`config.mk`:
```
export PLATFORM = sky130hd
export DESIGN_NAME = access_sequencer_flat
export DESIGN_NICKNAME = d
export VERILOG_FILES = /design/src/design/mem_pkg.sv /design/src/design/store_bus_if.sv /design/src/design/cache_bus_if.sv /design/src/design/access_sequencer.sv /design/src/flat_wrapper.sv
export SDC_FILE = /design/constraint.sdc
export NUM_CORES = 1
export LEC_CHECK = 0
export BUFFER_PORTS_ARGS = -buffer_cell sky130_fd_sc_hd__buf_2
export CAP_MARGIN = 10
export CORE_AREA = 2 2 104 106
export CTS_CLUSTER_DIAMETER = 40
export DETAILED_ROUTE_END_ITERATION = 6
export DIE_AREA = 0 0 106 108
export GPL_ROUTABILITY_DRIVEN = 1
export GPL_TIMING_DRIVEN = 0
export PLACE_DENSITY = 0.62
export SLEW_MARGIN = 25
export SYNTH_ARGS = -nofsm -noshare
export SYNTH_HDL_FRONTEND = slang
export SYNTH_SLANG_ARGS = --single-unit
```
`constraint.sdc`:
```
create_clock -name clk -period 4.1 [get_ports clk]
set_input_delay 0.41 -clock clk [delete_from_list [all_inputs] [get_ports clk]]
set_output_delay 0.41 -clock clk [all_outputs]
set_load 0.01 [all_outputs]
```
`src/design/mem_pkg.sv`:
```
package mem_pkg;

    // Address widths are fixed by the union layout
    localparam int ADDR_W  = 12;
    localparam int INDEX_W = 4;
    localparam int OFFS_W  = 2;
    localparam int TAG_W   = ADDR_W - INDEX_W - OFFS_W;

    // Access size, bit 2 marks an unsigned load
    typedef enum logic [2:0] {
        SZ_B  = 3'b000,
        SZ_H  = 3'b001,
        SZ_W  = 3'b010,
        SZ_BU = 3'b100,
        SZ_HU = 3'b101
    } size_e;

    // Cache view of a byte address
    typedef struct packed {
        logic [TAG_W-1:0]   tag;
        logic [INDEX_W-1:0] index;
        logic [OFFS_W-1:0]  offset;
    } cache_addr_t;

    // Same address bits, seen flat by the backing store
    typedef union packed {
        logic [ADDR_W-1:0] flat;
        cache_addr_t       cache;
    } mem_addr_u;

endpackage

```
`src/design/store_bus_if.sv`:
```
`timescale 1ns/1ps

interface store_bus_if;

    logic              start;    // One-cycle pulse
    logic              we;
    mem_pkg::mem_addr_u addr;
    logic [3:0]        byte_en;
    logic [31:0]       wdata;    // Already lane-positioned
    logic              done;     // MEM_LATENCY cycles after start
    logic [31:0]       rdata;    // Aligned word, valid with done

    modport sequencer (
        output start,
        output we,
        output addr,
        output byte_en,
        output wdata,
        input  done,
        input  rdata
    );

    modport store (
        input  start,
        input  we,
        input  addr,
        input  byte_en,
        input  wdata,
        output done,
        output rdata
    );

endinterface

```
`src/design/cache_bus_if.sv`:
```
`timescale 1ns/1ps

interface cache_bus_if;

    logic               lookup;
    mem_pkg::mem_addr_u addr;
    logic               update;       // Store hit, merge under byte_en
    logic [3:0]         byte_en;
    logic [31:0]        wdata;
    logic               refill;       // Whole line plus tag and valid
    logic [31:0]        refill_data;
    logic               hit;          // Cycle after lookup
    logic [31:0]        rdata;

    modport sequencer (
        output lookup,
        output addr,
        output update,
        output byte_en,
        output wdata,
        output refill,
        output refill_data,
        input  hit,
        input  rdata
    );

    modport cache (
        input  lookup,
        input  addr,
        input  update,
        input  byte_en,
        input  wdata,
        input  refill,
        input  refill_data,
        output hit,
        output rdata
    );

endinterface

```
`src/design/access_sequencer.sv`:
```
`timescale 1ns/1ps

module access_sequencer (
    input  logic                  clk,
    input  logic                  rst_n,
    input  logic                  req,
    input  logic                  we,
    input  mem_pkg::size_e        size,
    input  mem_pkg::mem_addr_u    addr,
    input  logic [31:0]           wdata,
    output logic                  busy,
    output logic                  ret_cache,
    output logic                  ret_mem,
    output logic                  ret_is_load,
    output mem_pkg::size_e        ret_size,
    output mem_pkg::mem_addr_u    ret_addr,
    cache_bus_if.sequencer        cbus,
    store_bus_if.sequencer        sbus
);

    localparam logic [2:0] S_IDLE     = 3'd0;
    localparam logic [2:0] S_LOOKUP   = 3'd1;
    localparam logic [2:0] S_DECIDE   = 3'd2;
    localparam logic [2:0] S_MEM_WAIT = 3'd3;
    localparam logic [2:0] S_RETURN   = 3'd4;   // Ready cycle, takes a new req

    logic [2:0]         state;
    logic [2:0]         state_nxt;
    logic               accept;
    logic               h_we;
    mem_pkg::size_e     h_size;
    mem_pkg::mem_addr_u h_addr;
    logic [31:0]        h_wdata;
    logic [3:0]         lane_en;
    logic [31:0]        lane_wdata;

    assign accept = req && (state == S_IDLE || state == S_RETURN);

    always_ff @(posedge clk or negedge rst_n) begin
        if (!rst_n) begin
            state <= S_IDLE;
        end else begin
            state <= state_nxt;
        end
    end

    always_comb begin
        state_nxt = state;
        case (state)
            S_IDLE, S_RETURN: state_nxt = req ? S_LOOKUP : S_IDLE;
            S_LOOKUP:         state_nxt = S_DECIDE;
            S_DECIDE:         state_nxt = (!h_we && cbus.hit) ? S_RETURN : S_MEM_WAIT;
            S_MEM_WAIT:       state_nxt = sbus.done ? S_RETURN : S_MEM_WAIT;
            default:          state_nxt = S_IDLE;
        endcase
    end

    // Request held for the whole access
    always_ff @(posedge clk) begin
        if (accept) begin
            h_we    <= we;
            h_size  <= size;
            h_addr  <= addr;
            h_wdata <= wdata;
        end
    end

    // Lane enables and replicated store data
    always_comb begin
        case (h_size)
            mem_pkg::SZ_B, mem_pkg::SZ_BU: begin
                lane_en    = 4'b0001 << h_addr.cache.offset;
                lane_wdata = {4{h_wdata[7:0]}};
            end
            mem_pkg::SZ_H, mem_pkg::SZ_HU: begin
                lane_en    = 4'b0011 << h_addr.cache.offset;
                lane_wdata = {2{h_wdata[15:0]}};
            end
            default: begin
                lane_en    = 4'b1111;
                lane_wdata = h_wdata;
            end
        endcase
    end

    assign busy = (state != S_IDLE) && (state != S_RETURN);

    assign cbus.lookup      = (state == S_LOOKUP);
    assign cbus.addr        = h_addr;
    assign cbus.byte_en     = lane_en;
    assign cbus.wdata       = lane_wdata;
    assign cbus.update      = (state == S_DECIDE) && h_we && cbus.hit;
    assign cbus.refill      = (state == S_MEM_WAIT) && sbus.done && !h_we;
    assign cbus.refill_data = sbus.rdata;

    // Write-through on every store, fetch on a load miss
    assign sbus.start   = (state == S_DECIDE) && (h_we || !cbus.hit);
    assign sbus.we      = h_we;
    assign sbus.addr    = h_addr;
    assign sbus.byte_en = lane_en;
    assign sbus.wdata   = lane_wdata;

    assign ret_cache   = (state == S_DECIDE) && !h_we && cbus.hit;
    assign ret_mem     = (state == S_MEM_WAIT) && sbus.done;
    assign ret_is_load = !h_we;
    assign ret_size    = h_size;
    assign ret_addr    = h_addr;

endmodule

```
`src/flat_wrapper.sv`:
```
// flat-port wrapper written by rule: the top's interface ports become plain ports
module access_sequencer_flat 
  (clk, rst_n, req, we, size, addr, wdata, busy, ret_cache, ret_mem, ret_is_load, ret_size, ret_addr, cbus_lookup, cbus_addr, cbus_update, cbus_byte_en, cbus_wdata, cbus_refill, cbus_refill_data, cbus_hit, cbus_rdata, sbus_start, sbus_we, sbus_addr, sbus_byte_en, sbus_wdata, sbus_done, sbus_rdata);
  cache_bus_if cbus_i ();
  store_bus_if sbus_i ();
  input  logic clk;
  input  logic rst_n;
  input  logic req;
  input  logic we;
  input  mem_pkg::size_e size;
  input  mem_pkg::mem_addr_u addr;
  input  logic [31:0] wdata;
  output logic busy;
  output logic ret_cache;
  output logic ret_mem;
  output logic ret_is_load;
  output mem_pkg::size_e ret_size;
  output mem_pkg::mem_addr_u ret_addr;
  output wire logic [$bits(cbus_i.lookup)-1:0] cbus_lookup;
  output wire logic [$bits(cbus_i.addr)-1:0] cbus_addr;
  output wire logic [$bits(cbus_i.update)-1:0] cbus_update;
  output wire logic [$bits(cbus_i.byte_en)-1:0] cbus_byte_en;
  output wire logic [$bits(cbus_i.wdata)-1:0] cbus_wdata;
  output wire logic [$bits(cbus_i.refill)-1:0] cbus_refill;
  output wire logic [$bits(cbus_i.refill_data)-1:0] cbus_refill_data;
  input wire logic [$bits(cbus_i.hit)-1:0] cbus_hit;
  input wire logic [$bits(cbus_i.rdata)-1:0] cbus_rdata;
  output wire logic [$bits(sbus_i.start)-1:0] sbus_start;
  output wire logic [$bits(sbus_i.we)-1:0] sbus_we;
  output wire logic [$bits(sbus_i.addr)-1:0] sbus_addr;
  output wire logic [$bits(sbus_i.byte_en)-1:0] sbus_byte_en;
  output wire logic [$bits(sbus_i.wdata)-1:0] sbus_wdata;
  input wire logic [$bits(sbus_i.done)-1:0] sbus_done;
  input wire logic [$bits(sbus_i.rdata)-1:0] sbus_rdata;
  assign cbus_lookup = cbus_i.lookup;
  assign cbus_addr = cbus_i.addr;
  assign cbus_update = cbus_i.update;
  assign cbus_byte_en = cbus_i.byte_en;
  assign cbus_wdata = cbus_i.wdata;
  assign cbus_refill = cbus_i.refill;
  assign cbus_refill_data = cbus_i.refill_data;
  assign cbus_i.hit = cbus_hit;
  assign cbus_i.rdata = cbus_rdata;
  assign sbus_start = sbus_i.start;
  assign sbus_we = sbus_i.we;
  assign sbus_addr = sbus_i.addr;
  assign sbus_byte_en = sbus_i.byte_en;
  assign sbus_wdata = sbus_i.wdata;
  assign sbus_i.done = sbus_done;
  assign sbus_i.rdata = sbus_rdata;
  access_sequencer u_core (.clk(clk), .rst_n(rst_n), .req(req), .we(we), .size(size), .addr(addr), .wdata(wdata), .busy(busy), .ret_cache(ret_cache), .ret_mem(ret_mem), .ret_is_load(ret_is_load), .ret_size(ret_size), .ret_addr(ret_addr), .cbus(cbus_i), .sbus(sbus_i));
endmodule
```
After elaboration in Yosys (flattened, before gate mapping). Cells that the tools add are included.

Register bits: 51. Input bits: 117. Output and inout bits: 152.

Eq/ne operators: 8. Shifts and indexed selects: 2. Muxes and demuxes: 6. Reduce and logical (&&, ||, !) cells: 20.

Operators with widths (count): 32-bit case mux with 2 select lines (1); 3-bit case mux with 4 select lines (1); 1-bit logical AND (10); 3-bit equality test, second input constant (3); 4-bit case mux with 2 select lines (1); 3-bit by 1-bit equality test with 1-bit output, second input constant (2); 3-bit by 2-bit equality test with 1-bit output, second input constant (2); 3-bit logical NOT (2); 3-bit 2-to-1 mux (2); 2-bit OR reduction (3); 1-bit by 2-bit << shifter with 4-bit output, first input constant (1); 2-bit by 2-bit << shifter with 4-bit output, first input constant (1); 3-bit inequality test, second input constant (1); 3-bit nonzero test (1); 1-bit logical NOT (2); 1-bit logical OR (2); 1-bit 2-to-1 mux (1).

Longest topological paths before layout.
Depth after elaboration: 4. Depth in mapped cells: 5. Depth with buffers taken out: 3.

Worst setup path before layout. OpenSTA, ideal clock, no wires.

Path type: flip-flop to flip-flop. From: register u_core.state[1]. To: register u_core.h_addr, in the netlist u_core.cbus.addr[0] (enable). Arrival: 4.029 ns. Required time: 3.575 ns. Slack: -0.454 ns. Stages on the path, launching flop included: 2. Buffers on the path: 0. Clock period less this slack: 4.554 ns. Path through: dfrtp_1 > nor3b_1.

Cells in the longest elaborated chain, start to end: 3.

Ends and longest elaborated chain: start: declaration (line access_sequencer.sv:27) `logic [2:0] state;`; start signal: assignment (line access_sequencer.sv:43) `state <= state_nxt;`; 3-bit equality test or 3-bit logical NOT (tied branches) (line access_sequencer.sv:37) `assign accept = req && (state == S_IDLE || state == S_RETURN);`; 1-bit logical OR (*) (line access_sequencer.sv:37); 1-bit logical AND (*) (line access_sequencer.sv:37); named net u_core.accept (line access_sequencer.sv:29) `logic accept;`; end signal: assignment (line access_sequencer.sv:63) `h_addr <= addr;`; end: declaration (line access_sequencer.sv:32) `mem_pkg::mem_addr_u h_addr;`.

The timed path passes the listed nets; every way through them passes the cells marked *. A chain may end at the register's enable or synchronous reset.

Final worst setup path.
From: register u_core.h_size[1], in the netlist u_core.ret_size[1]. To: output port sbus_wdata[15].

Cells in the longest elaborated chain, start to end: 3.

Ends and longest elaborated chain: start: declaration (line access_sequencer.sv:31) `mem_pkg::size_e h_size;`; start signal: assignment (line access_sequencer.sv:62) `h_size <= size;`; 3-bit by 1-bit equality test with 1-bit output, or another cell as far along (line access_sequencer.sv:70) `case (h_size)`; 2-bit OR reduction (line access_sequencer.sv:70); 32-bit case mux with 2 select lines (*) (line access_sequencer.sv:70); end: declaration (line flat_wrapper.sv:32) `output wire logic [$bits(sbus_i.wdata)-1:0] sbus_wdata;`.

Every way passes the cells marked *; elsewhere a longest branch is shown, timed or not.

==> results.md <==
* Syn Area/Cell at 12.50 um2
* Wire per inst at 12.83 um
* Setup slack at placement at 2.138 ns
* Max-Cap Viols at 0
* Global-route usage over all layers at 0.1219
* Mapped cell area at 2811 um2
* Global-route wire length before repair at 10600 um
* WL met3 at 783 um
* Worst skew pair latency at 0.29 ns
* Crit share post-route at 0.5492
* Inserted Diodes at 0
* I/O Pins at 269
* Drt first pass iters at 5
* Clock Path Buffers at 2
* Initial antenna violation count at 0
* Flops & latches, synth at 51
* R2R Path End: u_core.h_wdata[6]
* Setup Skew at 0.008527 ns
* Largest net degree at the start of global routing at 17
* Setup TNS at 0 ns
* Number of global-route vias before repair at 2080
* CTS tree: built
* Clock sinks at 51
* Critical Path AT at 1.84 ns
* Final slew viol count at 0
* Fin. Hold Viols at 0
* Core ar. at 10230 um2
* Number of DRC markers in iteration 0 at 66
* Synth warn at 0
* Pwr Density at 504.2 nW/um2
* Post-synthesis sequential area ratio at 0.5394
* Worst Setup SP: u_core.ret_size[1]
* Commonest non-fill, non-tap cell in the layout: buf_2
* P_leak at 2.108 nW
* H-Tree Level Count at 2
* Synth Instances at 225
* Data required time of the critical path at 3.69 ns
* DRC at 0
* Met2 WL at 3981 um
* Routed wire length at 7416 um
* GP Congestion at 0.6977
* Post-synth net total at 342
* Reg clk slew, reported paths at 0.10 ns
* Die Y at 108 um
* Setup WS post-layout at 1.848 ns
* Fmax at 444.1 MHz
* CP startpoint kind: flop
* Die ar. at 11450 um2
* Post-DP HPWL at 6002 um
* GRT overflow at 0
* R2r setup slk at 2.49 ns
* Reg2Reg Depth at 3
* CTS resizes at 0
* Critical Path Sink Type: output port
* Number of CTS-inserted buffers at 5
* VDD IR-drop max at 0.2704 mV
* # port buffers at 204
* Final min period at 2.252 ns
* Layout area overhead at 48.82%
* Hold Path Class: primary input to flop
* Slew headroom at 0.5978
* Critical path class: flop to output port
* Initial core utilization at 0.2748
* Crit path max fanout at 10
* Site Rows at 37
* Share of layout cells above drive strength 1 at 0.7624
* DR vias/cell at 3.953
* CTS Root Cell: clkbuf_8
* Routed met1 length at 2591 um
* RSZ-0062 raised after global routing: no
* Setup violations, final at 0
* Die width at 106 um
* Commonest non-fill, non-tap cells in the layout: buf_2, buf_4, edfxtp_1
* Critical Path Sink: sbus_wdata[15]
* Netlist cell types at 25
* Fin nets at 558
* Highest Signal Layer: met4
* Post-route ant nets at 0
* Via count at 2285
* R2r startpoint: u_core.state[1]
* Status: finished, final reports clean
* Tightest Pin Transition at 0.6033 ns
[critical path: stages (launching register included)]
cell	delay, ns
edfxtp_1	0.42
buf_4	0.23
nor2_8	0.24
mux2_2	0.39
buf_4	0.13
buf_2	0.13
[metal layers]
metal,global-route usage,vias to the layer above
li1,-,1097
met1,0.1271,1033
met2,0.2350,149
met3,0.04039,6
met4,0.03102,0
met5,0,-
[what timing repair did]
action / 4_1_cts / 5_1_grt
endpoints found under the hold margin: 3 / 0
buffers inserted: 0 / 0
hold buffers: 1 / 0
[synth_stat cells]
library cell	instances	share of area
and2b_1	1	0.0027
nor3b_1	2	0.0053
or2_1	1	0.0022
clkbuf_1	1	0.0013
and3_1	1	0.0022
inv_1	2	0.0027
nand3b_1	2	0.0053
o21ai_1	8	0.014
mux2_2	16	0.064
nor4bb_1	1	0.0036
nand2b_1	3	0.0067
o21ai_0	2	0.0036
mux2i_1	8	0.028
buf_4	101	0.27
nor2_8	1	0.0071
buf_8	1	0.0053
o21bai_1	2	0.0053
nor3_1	1	0.0018
buf_2	1	0.0018
edfxtp_1	48	0.51
a21oi_1	2	0.0036
dfrtp_1	3	0.027
nand2_1	11	0.015
or2_2	1	0.0022
nor2_1	5	0.0067
[registers in the layout (all words and copies together), names as in the netlist]
name              cells
u_core.cbus.addr     12
u_core.h_wdata       32
u_core.ret_size       3
u_core.sbus.we        1
u_core.state          3
[per-stage QoR]
stage	hold WS, ns	util	cell area (um2)	power, mW	cells
3_5_place_dp	0.2075	0.3971	4063	1.788	569
4_1_cts	0.2623	0.4090	4184	2.147	578
6_report	0.2741	0.4090	4184	2.110	578
2_1_floorplan	0.1144	-	2816	1.380	225
5_1_grt	0.2503	0.4090	4184	2.242	578
3_3_place_gp	0.2031	0.3917	4008	1.753	565
[kinds of logic (layout without fill, tap and decap cells)]
kind of cell | count (synthesis) | count (layout) | synth area share
AOI/OAI and AO/OA | 14 | 14 | 0.02670
buffers and inverters | 106 | 323 | 0.2808
DFF | 51 | 51 | 0.5394
muxes | 24 | 24 | 0.09257
and+or+nand+nor | 30 | 30 | 0.06053
[how the worst min path moves through the flow]
stage / start / to / depth (start not counted)
3_5_place_dp: rst_n / u_core.state[2] / 1
5_1_grt: wdata[29] / u_core.h_wdata[29] / 1
6_report: addr[2] / u_core.cbus.addr[2] / 1
3_3_place_gp: rst_n / u_core.state[2] / 1
4_1_cts: addr[2] / u_core.cbus.addr[2] / 1
2_1_floorplan: rst_n / u_core.state[0] / 0
[power breakdown]
group,total (mW),internal (mW),switching (mW)
Combinational,0.971,0.509,0.463
Clock,0.350,0.182,0.168
Sequential,0.788,0.706,0.0823
Total,2.11,1.40,0.713
[final cells by class]
class | instances | area [um2]
clock inverters | 3 | 42.54
clock buffers | 5 | 68.82
plain buffers | 104 | 782.0
repair buffers | 209 | 1080
multi-input cells | 68 | 516.7
fillers | 1013 | 6047
flip-flops and latches | 51 | 1516
inverters | 2 | 7.507
well taps | 136 | 170.2
No activity file was read; power rests on OpenSTA's default activity.
