$ cat config.mk
export PLATFORM = sky130hd
export DESIGN_NAME = data_cache_flat
export DESIGN_NICKNAME = d
export VERILOG_FILES = /design/src/design/mem_pkg.sv /design/src/design/cache_bus_if.sv /design/src/design/data_cache.sv /design/src/flat_wrapper.sv
export SDC_FILE = /design/constraint.sdc
export NUM_CORES = 1
export LEC_CHECK = 0
export ABC_AREA = 1
export BUFFER_PORTS_ARGS = -buffer_cell sky130_fd_sc_hd__buf_2
export CAP_MARGIN = 0
export CELL_PAD_IN_SITES_DETAIL_PLACEMENT = 1
export CELL_PAD_IN_SITES_GLOBAL_PLACEMENT = 1
export CORE_AREA = 2 2 220 222
export CTS_CLUSTER_SIZE = 20
export DETAILED_ROUTE_END_ITERATION = 7
export DIE_AREA = 0 0 222 224
export PLACE_DENSITY_LB_ADDON = 0.15
export RECOVER_POWER = 100
export SLEW_MARGIN = 20
export SYNTH_ARGS = -nofsm -noshare
export SYNTH_HDL_FRONTEND = slang
export SYNTH_SLANG_ARGS = --single-unit
$ cat constraint.sdc
create_clock -name clk -period 2.1 [get_ports clk]
set_input_delay 0.21 -clock clk [delete_from_list [all_inputs] [get_ports clk]]
set_output_delay 0.21 -clock clk [all_outputs]
set_load 0.05 [all_outputs]
$ cat src/design/mem_pkg.sv
package mem_pkg;

    // Address widths are fixed by the union layout
    localparam int ADDR_W  = 12;
    localparam int INDEX_W = 4;
    localparam int OFFS_W  = 2;
    localparam int TAG_W   = ADDR_W - INDEX_W - OFFS_W;

    // Access size, bit 2 marks an unsigned load
    typedef enum logic [2:0] {
        SZ_B  = 3'b000,
        SZ_H  = 3'b001,
        SZ_W  = 3'b010,
        SZ_BU = 3'b100,
        SZ_HU = 3'b101
    } size_e;

    // Cache view of a byte address
    typedef struct packed {
        logic [TAG_W-1:0]   tag;
        logic [INDEX_W-1:0] index;
        logic [OFFS_W-1:0]  offset;
    } cache_addr_t;

    // Same address bits, seen flat by the backing store
    typedef union packed {
        logic [ADDR_W-1:0] flat;
        cache_addr_t       cache;
    } mem_addr_u;

endpackage

$ cat src/design/cache_bus_if.sv
`timescale 1ns/1ps

interface cache_bus_if;

    logic               lookup;
    mem_pkg::mem_addr_u addr;
    logic               update;       // Store hit, merge under byte_en
    logic [3:0]         byte_en;
    logic [31:0]        wdata;
    logic               refill;       // Whole line plus tag and valid
    logic [31:0]        refill_data;
    logic               hit;          // Cycle after lookup
    logic [31:0]        rdata;

    modport sequencer (
        output lookup,
        output addr,
        output update,
        output byte_en,
        output wdata,
        output refill,
        output refill_data,
        input  hit,
        input  rdata
    );

    modport cache (
        input  lookup,
        input  addr,
        input  update,
        input  byte_en,
        input  wdata,
        input  refill,
        input  refill_data,
        output hit,
        output rdata
    );

endinterface

$ cat src/design/data_cache.sv
`timescale 1ns/1ps

module data_cache (
    input  logic      clk,
    input  logic      rst_n,
    cache_bus_if.cache bus
);

    localparam int LINES = 2 ** mem_pkg::INDEX_W;

    logic [LINES-1:0]          valid_q;
    logic [mem_pkg::TAG_W-1:0] tag_q [LINES];
    logic [31:0]               data_q [LINES];
    logic                      hit_q;
    logic [31:0]               rdata_q;
    logic [31:0]               merged;
    logic                      match;

    assign match = valid_q[bus.addr.cache.index]
                && (tag_q[bus.addr.cache.index] == bus.addr.cache.tag);

    // Byte merge of store data into the resident word
    always_comb begin
        merged = data_q[bus.addr.cache.index];
        for (int i = 0; i < 4; i++) begin
            if (bus.byte_en[i]) begin
                merged[8*i +: 8] = bus.wdata[8*i +: 8];
            end
        end
    end

    always_ff @(posedge clk or negedge rst_n) begin
        if (!rst_n) begin
            valid_q <= '0;
            hit_q   <= 1'b0;
        end else begin
            hit_q <= bus.lookup && match;
            if (bus.refill) begin
                valid_q[bus.addr.cache.index] <= 1'b1;
            end
        end
    end

    always_ff @(posedge clk) begin
        if (bus.refill) begin
            data_q[bus.addr.cache.index] <= bus.refill_data;
            tag_q[bus.addr.cache.index]  <= bus.addr.cache.tag;
        end else if (bus.update) begin
            data_q[bus.addr.cache.index] <= merged;
        end
    end

    always_ff @(posedge clk) begin
        if (bus.lookup) begin
            rdata_q <= data_q[bus.addr.cache.index];
        end
    end

    assign bus.hit   = hit_q;
    assign bus.rdata = rdata_q;

endmodule

$ cat src/flat_wrapper.sv
// flat-port wrapper written by rule: the top's interface ports become plain ports
module data_cache_flat 
  (clk, rst_n, bus_lookup, bus_addr, bus_update, bus_byte_en, bus_wdata, bus_refill, bus_refill_data, bus_hit, bus_rdata);
  cache_bus_if bus_i ();
  input  logic clk;
  input  logic rst_n;
  input wire logic [$bits(bus_i.lookup)-1:0] bus_lookup;
  input wire logic [$bits(bus_i.addr)-1:0] bus_addr;
  input wire logic [$bits(bus_i.update)-1:0] bus_update;
  input wire logic [$bits(bus_i.byte_en)-1:0] bus_byte_en;
  input wire logic [$bits(bus_i.wdata)-1:0] bus_wdata;
  input wire logic [$bits(bus_i.refill)-1:0] bus_refill;
  input wire logic [$bits(bus_i.refill_data)-1:0] bus_refill_data;
  output wire logic [$bits(bus_i.hit)-1:0] bus_hit;
  output wire logic [$bits(bus_i.rdata)-1:0] bus_rdata;
  assign bus_i.lookup = bus_lookup;
  assign bus_i.addr = bus_addr;
  assign bus_i.update = bus_update;
  assign bus_i.byte_en = bus_byte_en;
  assign bus_i.wdata = bus_wdata;
  assign bus_i.refill = bus_refill;
  assign bus_i.refill_data = bus_refill_data;
  assign bus_hit = bus_i.hit;
  assign bus_rdata = bus_i.rdata;
  data_cache u_core (.clk(clk), .rst_n(rst_n), .bus(bus_i));
endmodule
## After elaboration in Yosys (flattened, before gate mapping)

Memory sizes are Yosys's and may differ from the RTL's.
Index checks and enable logic that the tools add are counted.

- Input bits: 85
- Memories kept: 2
- Bits in writable memories: 608
- Bits in registers: 49

Memories:

| memory | words | width | rd ports | clocked after memory_dff | wr ports | line | source |
|---|---|---|---|---|---|---|---|
| u_core.data_q | 16 | 32 | 1 | 0 | 1 | data_cache.sv:13 | `logic [31:0] data_q [LINES];` |
| u_core.tag_q | 16 | 6 | 1 | 0 | 1 | data_cache.sv:12 | `logic [mem_pkg::TAG_W-1:0] tag_q [LINES];` |

- Equality and inequality tests: 1
- Magnitude comparators: 2
- Reduce and logical (&&, ||, !) cells: 3
- Muxes and demuxes: 14
- Bitwise gates (word level): 2

Operators with widths:

| cell | number |
|---|---|
| two-way mux 32 bit | 1 |
| two-way mux 8 bit | 4 |
| OR 16 bit | 1 |
| two-way mux 1 bit | 7 |
| == test 6 bit | 1 |
| less-than comparator 4 x 5 -> 1 bit (second input constant) | 1 |
| binary-select mux 1 bit (select 4 bit) | 1 |
| demux 1 bit (select 4 bit) | 1 |
| >= comparator 4 x 1 -> 1 bit (second input constant) | 1 |
| logical AND 1 bit | 3 |
| OR 1 bit | 1 |

## Longest topological paths before layout

Gate-level depths: netlist (run 1).

- Word-level depth: 5
- Depth in mapped cells: 16

## Worst setup path after synthesis (run 1)

OpenSTA, ideal clock, no wires.

- Path kind: input-to-reg
- From: input bus_addr[2]
- To: memory u_core.data_q[4][0], enable pin
- Path slack: -687 ps
- Data arrival time: 2,366 ps
- Cell stages on the path: 6
- Required time: 1,679 ps
- Path through: buf_4 > nor2_2 > buf_2 > buf_2 > nand2_1 > nor2_1

RTL lines:

| what | line | source |
|---|---|---|
| start: declaration | flat_wrapper.sv:8 | `input wire logic [$bits(bus_i.addr)-1:0] bus_addr;` |
| end: declaration | data_cache.sv:13 |  |

No word-level cell before the write port.

## Worst setup path in the final report (run 1)

- From: input bus_addr[4]
- To: memory u_core.data_q[0][22], enable pin

No word-level cell before the write port.

==> impl_metrics.yaml, run 1 <==
status:
  run_status: "finished clean"
drt:
  drc: 0
  vias_per_cell: 6.006
  drtAntennaViolNets: 0
  first_pass_iters: 6
  routed_wl_um: 75420
  drt_iter0_drc: 1800
  avgRoutedWirePerCell_um: 26.33
  vias: 17200
setup_path:
  critPathMaxFanout: 24
  crit_path_end_kind: "flip-flop"
  required_ns: 2.33
  cp_top_family: "simple AND/OR/NAND/NOR gates"
  worstPathCellList: "clkbuf_1 -> nor2_2 -> nand2_1 -> nor2_1 -> clkbuf_4"
  slowest_stage: "nor2_2"
  worstPathArrival_ns: 2.29
  cp_slowest_stage_delay_ns: 0.86
  start_kind: "input port"
  crit_type: "input port to flip-flop"
  crit_buf_inv: 2
timing:
  slew-limit-headroom: 0.2939
  setup_tns_ns: 0
  setup_ws_ns: 0.03976
  worst_slew_pin_slew_ns: 1.059
  post-route-min-period_ns: 2.060
  hold_ws_ns: 0.09449
  hold_viol: 0
  rsz0062_at_grt: "no"
  clock.fmax_mhz: 485.4
  setup_viol: 0
  slew_violations: 0
  fin_worst_skew_ns: 0.02165
  min_period_over_period: 0.9811
clock_network:
  cts_setup_buffers: 0
  clk-insertion-delay-late_ns: 0.61
  numCtsBuffers: 68
  clock_sinks: 657
  cts_root_buffer: "clkbuf_16"
  path_clk_slew_ns: 0.06
  cts.htree.levels: 3
  post_cts_resized: 0
  cts_buffer_depth: 3
  cts_tree: "yes"
layout:
  diodes: 0
  synthToLayoutAreaGrowth_pct: 16.94
  nNetsFinal: 2286
  fillers: 4613
  drive_above_1_share: 0.1401
  final_util: 0.6354
global_route:
  grt_pass1_wl_um: 113500
  overflow: 0
  grt-busiest-layer: "met2"
  antenna_found_initial: 1
  grt_pass1_vias: 18620
  track_usage: 0.3084
  met2_usage: 0.5360
  globalRouteMet1Util: 0.3918
  grt_max_degree: 50
  grt_use_met3: 0.04669
logic_synthesis:
  syn_inst: 1961
  synth_warnings: 0
  syn_nets: 2046
  yosys-top-cells-area: "edfxtp_1, nand2_1, a22oi_1, nor2_1, dfrtp_1"
  synth-seq-area-share: 0.7636
  syn_avg_cell_area_um2: 13.12
  yosysTopAreaCell: "edfxtp_1"
  ys_types: 22
  syn_area_um2: 25730
  synth.top_cell.area_share: 0.7470
  ys_ff_latch: 657
power_and_ir_drop:
  p_leak_nw: 11.39
  max-vdd-ir-drop_v: 0.0007878
  pwr_density_cell_nw_per_um2: 950.5
worst_hold_path:
  min_path_type: "input port to flip-flop"
die:
  die_h_um: 224
  ioPinCount: 118
  rows: 80
  initial_core_util: 0.5434
  fp.coreArea_um2: 47350
  die_w_um: 222
  die_area_um2: 49730
place:
  portBuffers: 115
  post-dp-hpwl_um: 43640
  place_congestion: 0.7696
  post-place-ws_ns: -0.2225
run:
  maxCapViolations: 0
==> synth_stat cells <==
cell / number
inv_2: 34
nand2_1: 675
nand3_1: 8
dfrtp_1: 17
nand2_2: 1
inv_4: 1
inv_1: 20
clkbuf_1: 40
nor2_2: 3
buf_6: 6
edfxtp_1: 640
buf_2: 47
clkinv_1: 3
buf_4: 5
a21oi_1: 2
o21ai_0: 17
or2_2: 5
o21bai_1: 1
buf_1: 1
o21ai_1: 33
a22oi_1: 256
nor2_1: 146
==> worst paths after layout <==
kind / startpoint / to / slack [ns] / cells past startpoint
min: bus_refill_data[1] / u_core.data_q[8][1] / 0.09 / 4
max reg2reg: u_core.data_q[11][0] / u_core.data_q[4][0] / 0.16 / 8
min reg2reg: u_core.valid_q[4] / u_core.valid_q[4] / 0.47 / 2
max: bus_addr[4] / u_core.data_q[0][22] / 0.04 / 5
max in group asynchronous: rst_n / u_core.bus.hit / 1.13 / 2
min in group asynchronous: rst_n / u_core.valid_q[11] / 0.33 / 2
==> repair_timing <==
item / CTS / global route
hold buffers: 1 / 0
endpoints found under the setup margin: 0 / 0
endpoints found under the hold margin: 17 / 0
==> per-layer routing <==
metal / wire (um) / up-vias / part of all wire
li1: - / 7524 / -
met1: 29680 / 8709 / 0.39
met2: 38070 / 793 / 0.50
met3: 5278 / 175 / 0.070
met4: 2396 / 0 / 0.032
met5: 0 / - / 0
==> stage by stage <==
step / cell area, um^2 / total power, W / std cells
after floorplan: 25840 / 0.01645 / 1961
after global placement: 28510 / 0.01746 / 2745
after detailed placement: 28510 / 0.01760 / 2745
after CTS: 30570 / 0.02886 / 2864
after global routing: 30080 / 0.02936 / 2864
final: 30080 / 0.02859 / 2864
==> cell usage in the layout, fill, tap and decap left out, drive strengths merged <==
master,n
bufinv,3
dfrtp,17
a21oi,2
clkinvlp,1
o21bai,1
clkinv,50
or2,5
nand2,676
nor2,149
o21ai,50
buf,170
a22oi,256
clkbuf,186
inv,34
dlygate4sd3,1
edfxtp,640
nand3,8
==> state kept, by name (all words and copies together) (netlist names) <==
| name | flops |
|---|---|
| u_core.tag_q | 96 |
| u_core.data_q | 512 |
| u_core.valid_q | 16 |
| u_core.bus.rdata | 32 |
| u_core.bus.hit | 1 |
==> power breakdown <==
group	switching, W	internal, W	leakage, nW
combinational	0.00167	0.000653	4.37
clock	0.00483	0.00652	0.999
sequential	0.0000881	0.0148	6.02
==> cell families (layout without fill, tap and decap cells) <==
logic type,count (synthesis),in the layout,synth area share
DFF,657,657,0.7636
buffers and inverters,157,445,0.02777
AOI/OAI and AO/OA,309,309,0.08511
and+or+nand+nor,838,838,0.1235
==> area by class of cell <==
cell class,count,area [um^2],area share
timing repair buffer,269,1968,0.06542
sequential,657,19640,0.6530
inverter,58,221.5,0.007361
multi-input combinational,1147,5435,0.1807
clock inverter,30,205.2,0.006821
clock buffer,88,1841,0.06118
tap,615,769.5,0.02558
==> worst min-delay path: stages <==
cell and delay (ns):
buf_2 0.08, nand2_1 0.04, nand2_1 0.11, buf_12 0.14
Note: power is estimated with default switching activity, not from simulation.
==> inputs of run 2 (changes only) <==
--- a/config.mk
+++ b/config.mk
@@ -10,10 +10,10 @@
 export CAP_MARGIN = 0
 export CELL_PAD_IN_SITES_DETAIL_PLACEMENT = 1
 export CELL_PAD_IN_SITES_GLOBAL_PLACEMENT = 1
-export CORE_AREA = 2 2 220 222
+export CORE_AREA = 2 2 230 232
 export CTS_CLUSTER_SIZE = 20
 export DETAILED_ROUTE_END_ITERATION = 7
-export DIE_AREA = 0 0 222 224
+export DIE_AREA = 0 0 232 234
 export PLACE_DENSITY_LB_ADDON = 0.15
 export RECOVER_POWER = 100
 export SLEW_MARGIN = 20
==> run 2 against run 1 <==
Die area increased by 9.2%. Total power fell by 1.9%. Final cell count up 2.8%. Clock power is 4% lower. Largest cell class unchanged.
==> impl_metrics.yaml, run 2 (synthesis results as in run 1) <==
status:
  run_status: "finished clean"
timing:
  hold_viol: 0
  min_period_over_period: 0.9555
  worst_slew_pin_slew_ns: 1.125
  fin_worst_skew_ns: 0.02562
  slew-limit-headroom: 0.2499
  setup_viol: 0
  clock.fmax_mhz: 498.4
  slew_violations: 0
  setup_tns_ns: 0
  setup_ws_ns: 0.09354
  post-route-min-period_ns: 2.006
  rsz0062_at_grt: "no"
global_route:
  grt_pass1_vias: 17960
  overflow: 0
  antenna_found_initial: 0
  track_usage: 0.2695
  grt_pass1_wl_um: 107800
  grt_max_degree: 68
clock_network:
  path_clk_slew_ns: 0.06
  cts.htree.levels: 3
  cts_root_buffer: "clkbuf_16"
  numCtsBuffers: 67
  cts_tree: "yes"
  cts_buffer_depth: 3
  clk-insertion-delay-late_ns: 0.60
  cts_setup_buffers: 0
  clock_sinks: 657
power_and_ir_drop:
  power_w: 0.02807
  max-vdd-ir-drop_v: 0.0006682
  p_leak_nw: 11.36
  pwr_density_cell_nw_per_um2: 933.6
die:
  fp.coreArea_um2: 52020
  ioPinCount: 118
  initial_core_util: 0.4945
  die_w_um: 232
  die_h_um: 234
  die_area_um2: 54290
  rows: 84
setup_path:
  slowest_stage: "clkbuf_2"
  crit_type: "input port to flip-flop"
  path_common_cell: "nand2_1"
  required_ns: 2.36
  regToRegStartpoint: "u_core.data_q[4][24]"
  cp_slowest_stage_delay_ns: 0.83
  crit_path_end_kind: "flip-flop"
  reg2reg_depth: 9
  start_kind: "input port"
  r2r-end: "u_core.data_q[7][24]"
  worstPathArrival_ns: 2.26
  worstSetupStartpoint: "bus_addr[4]"
  ff2ff_setup_slack_ns: 0.14
  worstPathCellList: "buf_2 -> nand2_1 -> inv_2 -> clkbuf_2 -> nand2_1 -> nor2_4 -> buf_6"
  critPathMaxFanout: 29
  critPathCapture: "u_core.data_q[13][16]"
layout:
  drive_above_1_share: 0.1397
  nNetsFinal: 2298
  design_area_um2: 30060
  largest_reg_flops: 512
  regMostFlops: "u_core.data_q"
  layout_commonest_cell: "nand2_1"
  synthToLayoutAreaGrowth_pct: 16.86
  final_cell_mix: "nand2_1, edfxtp_1, a22oi_1"
  diodes: 0
  final_util: 0.5779
place:
  place_congestion: 0.7839
  placed_area_um2: 28820
  post-dp-hpwl_um: 42470
  portBuffers: 115
  post-place-ws_ns: -0.2823
drt:
  avgRoutedWirePerCell_um: 24.57
  drtAntennaViolNets: 0
  vias: 16730
  routed_wl_um: 72320
  vias_per_cell: 5.683
  first_pass_iters: 7
  drt_iter0_drc: 1320
  drc: 0
run:
  maxCapViolations: 0
worst_hold_path:
  min_path_type: "input port to flip-flop"
## run 2: cell types whose count changed in the layout (fill, tap and decap cells not counted), sizes merged
cell | previous run | this run
clkinvlp | 1 | 2
bufinv | 3 | 0
clkinv | 50 | 44
clkbuf | 186 | 200
## run 2: routing by layer
metal  part of all wire  wire, um  GRT usage  vias up
li1                   -         -          -     7530
met1               0.41     29510     0.3475     8566
met2               0.51     37160     0.4706      511
met3              0.052      3773    0.03745      119
met4              0.026      1880    0.09255        0
met5                  0         0          0        -
## run 2: worst min path at each step
stage | from | end | slack (ns) | depth (start not counted)
floorplan | rst_n | u_core.bus.hit | -0.09 | 0
detailed placement | rst_n | u_core.valid_q[7] | 0.17 | 1
global route | bus_refill_data[28] | u_core.data_q[9][28] | 0.11 | 4
finish | bus_refill_data[28] | u_core.data_q[9][28] | 0.10 | 4
global placement | rst_n | u_core.valid_q[7] | 0.16 | 1
CTS | bus_lookup | u_core.bus.rdata[27] | 0.04 | 1
## run 2: worst max-delay path: cells and delay by family
kind	cells	cell delay, ns
buffers and inverters	4	1.37
and+or+nand+nor	3	0.64
## run 2: timing repair
action	in CTS	in global routing
endpoints found under the hold margin	17	0
resized for setup	0	1
hold buffers	1	0
endpoints found under the setup margin	0	16
## run 2: area by class of cell
| class | count | area (um^2) |
|---|---|---|
| Tap cell | 688 | 860.8 |
| Sequential cell | 657 | 19640 |
| Clock inverter | 22 | 131.4 |
| Fill cell | 5200 | 21960 |
| Inverter | 58 | 221.5 |
| Clock buffer | 89 | 1822 |
| Multi-Input combinational cell | 1147 | 5415 |
| Timing Repair Buffer | 282 | 1968 |
## run 2: where the power goes
part | leakage (nW) | total [W] | internal, W | switching [W]
sequential | 6.02 | 0.0149 | 0.0148 | 0.0000821
clock | 0.948 | 0.0109 | 0.00609 | 0.00477
combinational | 4.39 | 0.00228 | 0.000664 | 0.00162
## run 2: stage by stage
stage,cells,hold slack [ns]
2_1_floorplan,1961,-0.08559
3_3_place_gp,2831,0.1650
3_5_place_dp,2831,0.1743
4_1_cts,2943,0.04482
5_1_grt,2943,0.1099
6_report,2943,0.1018
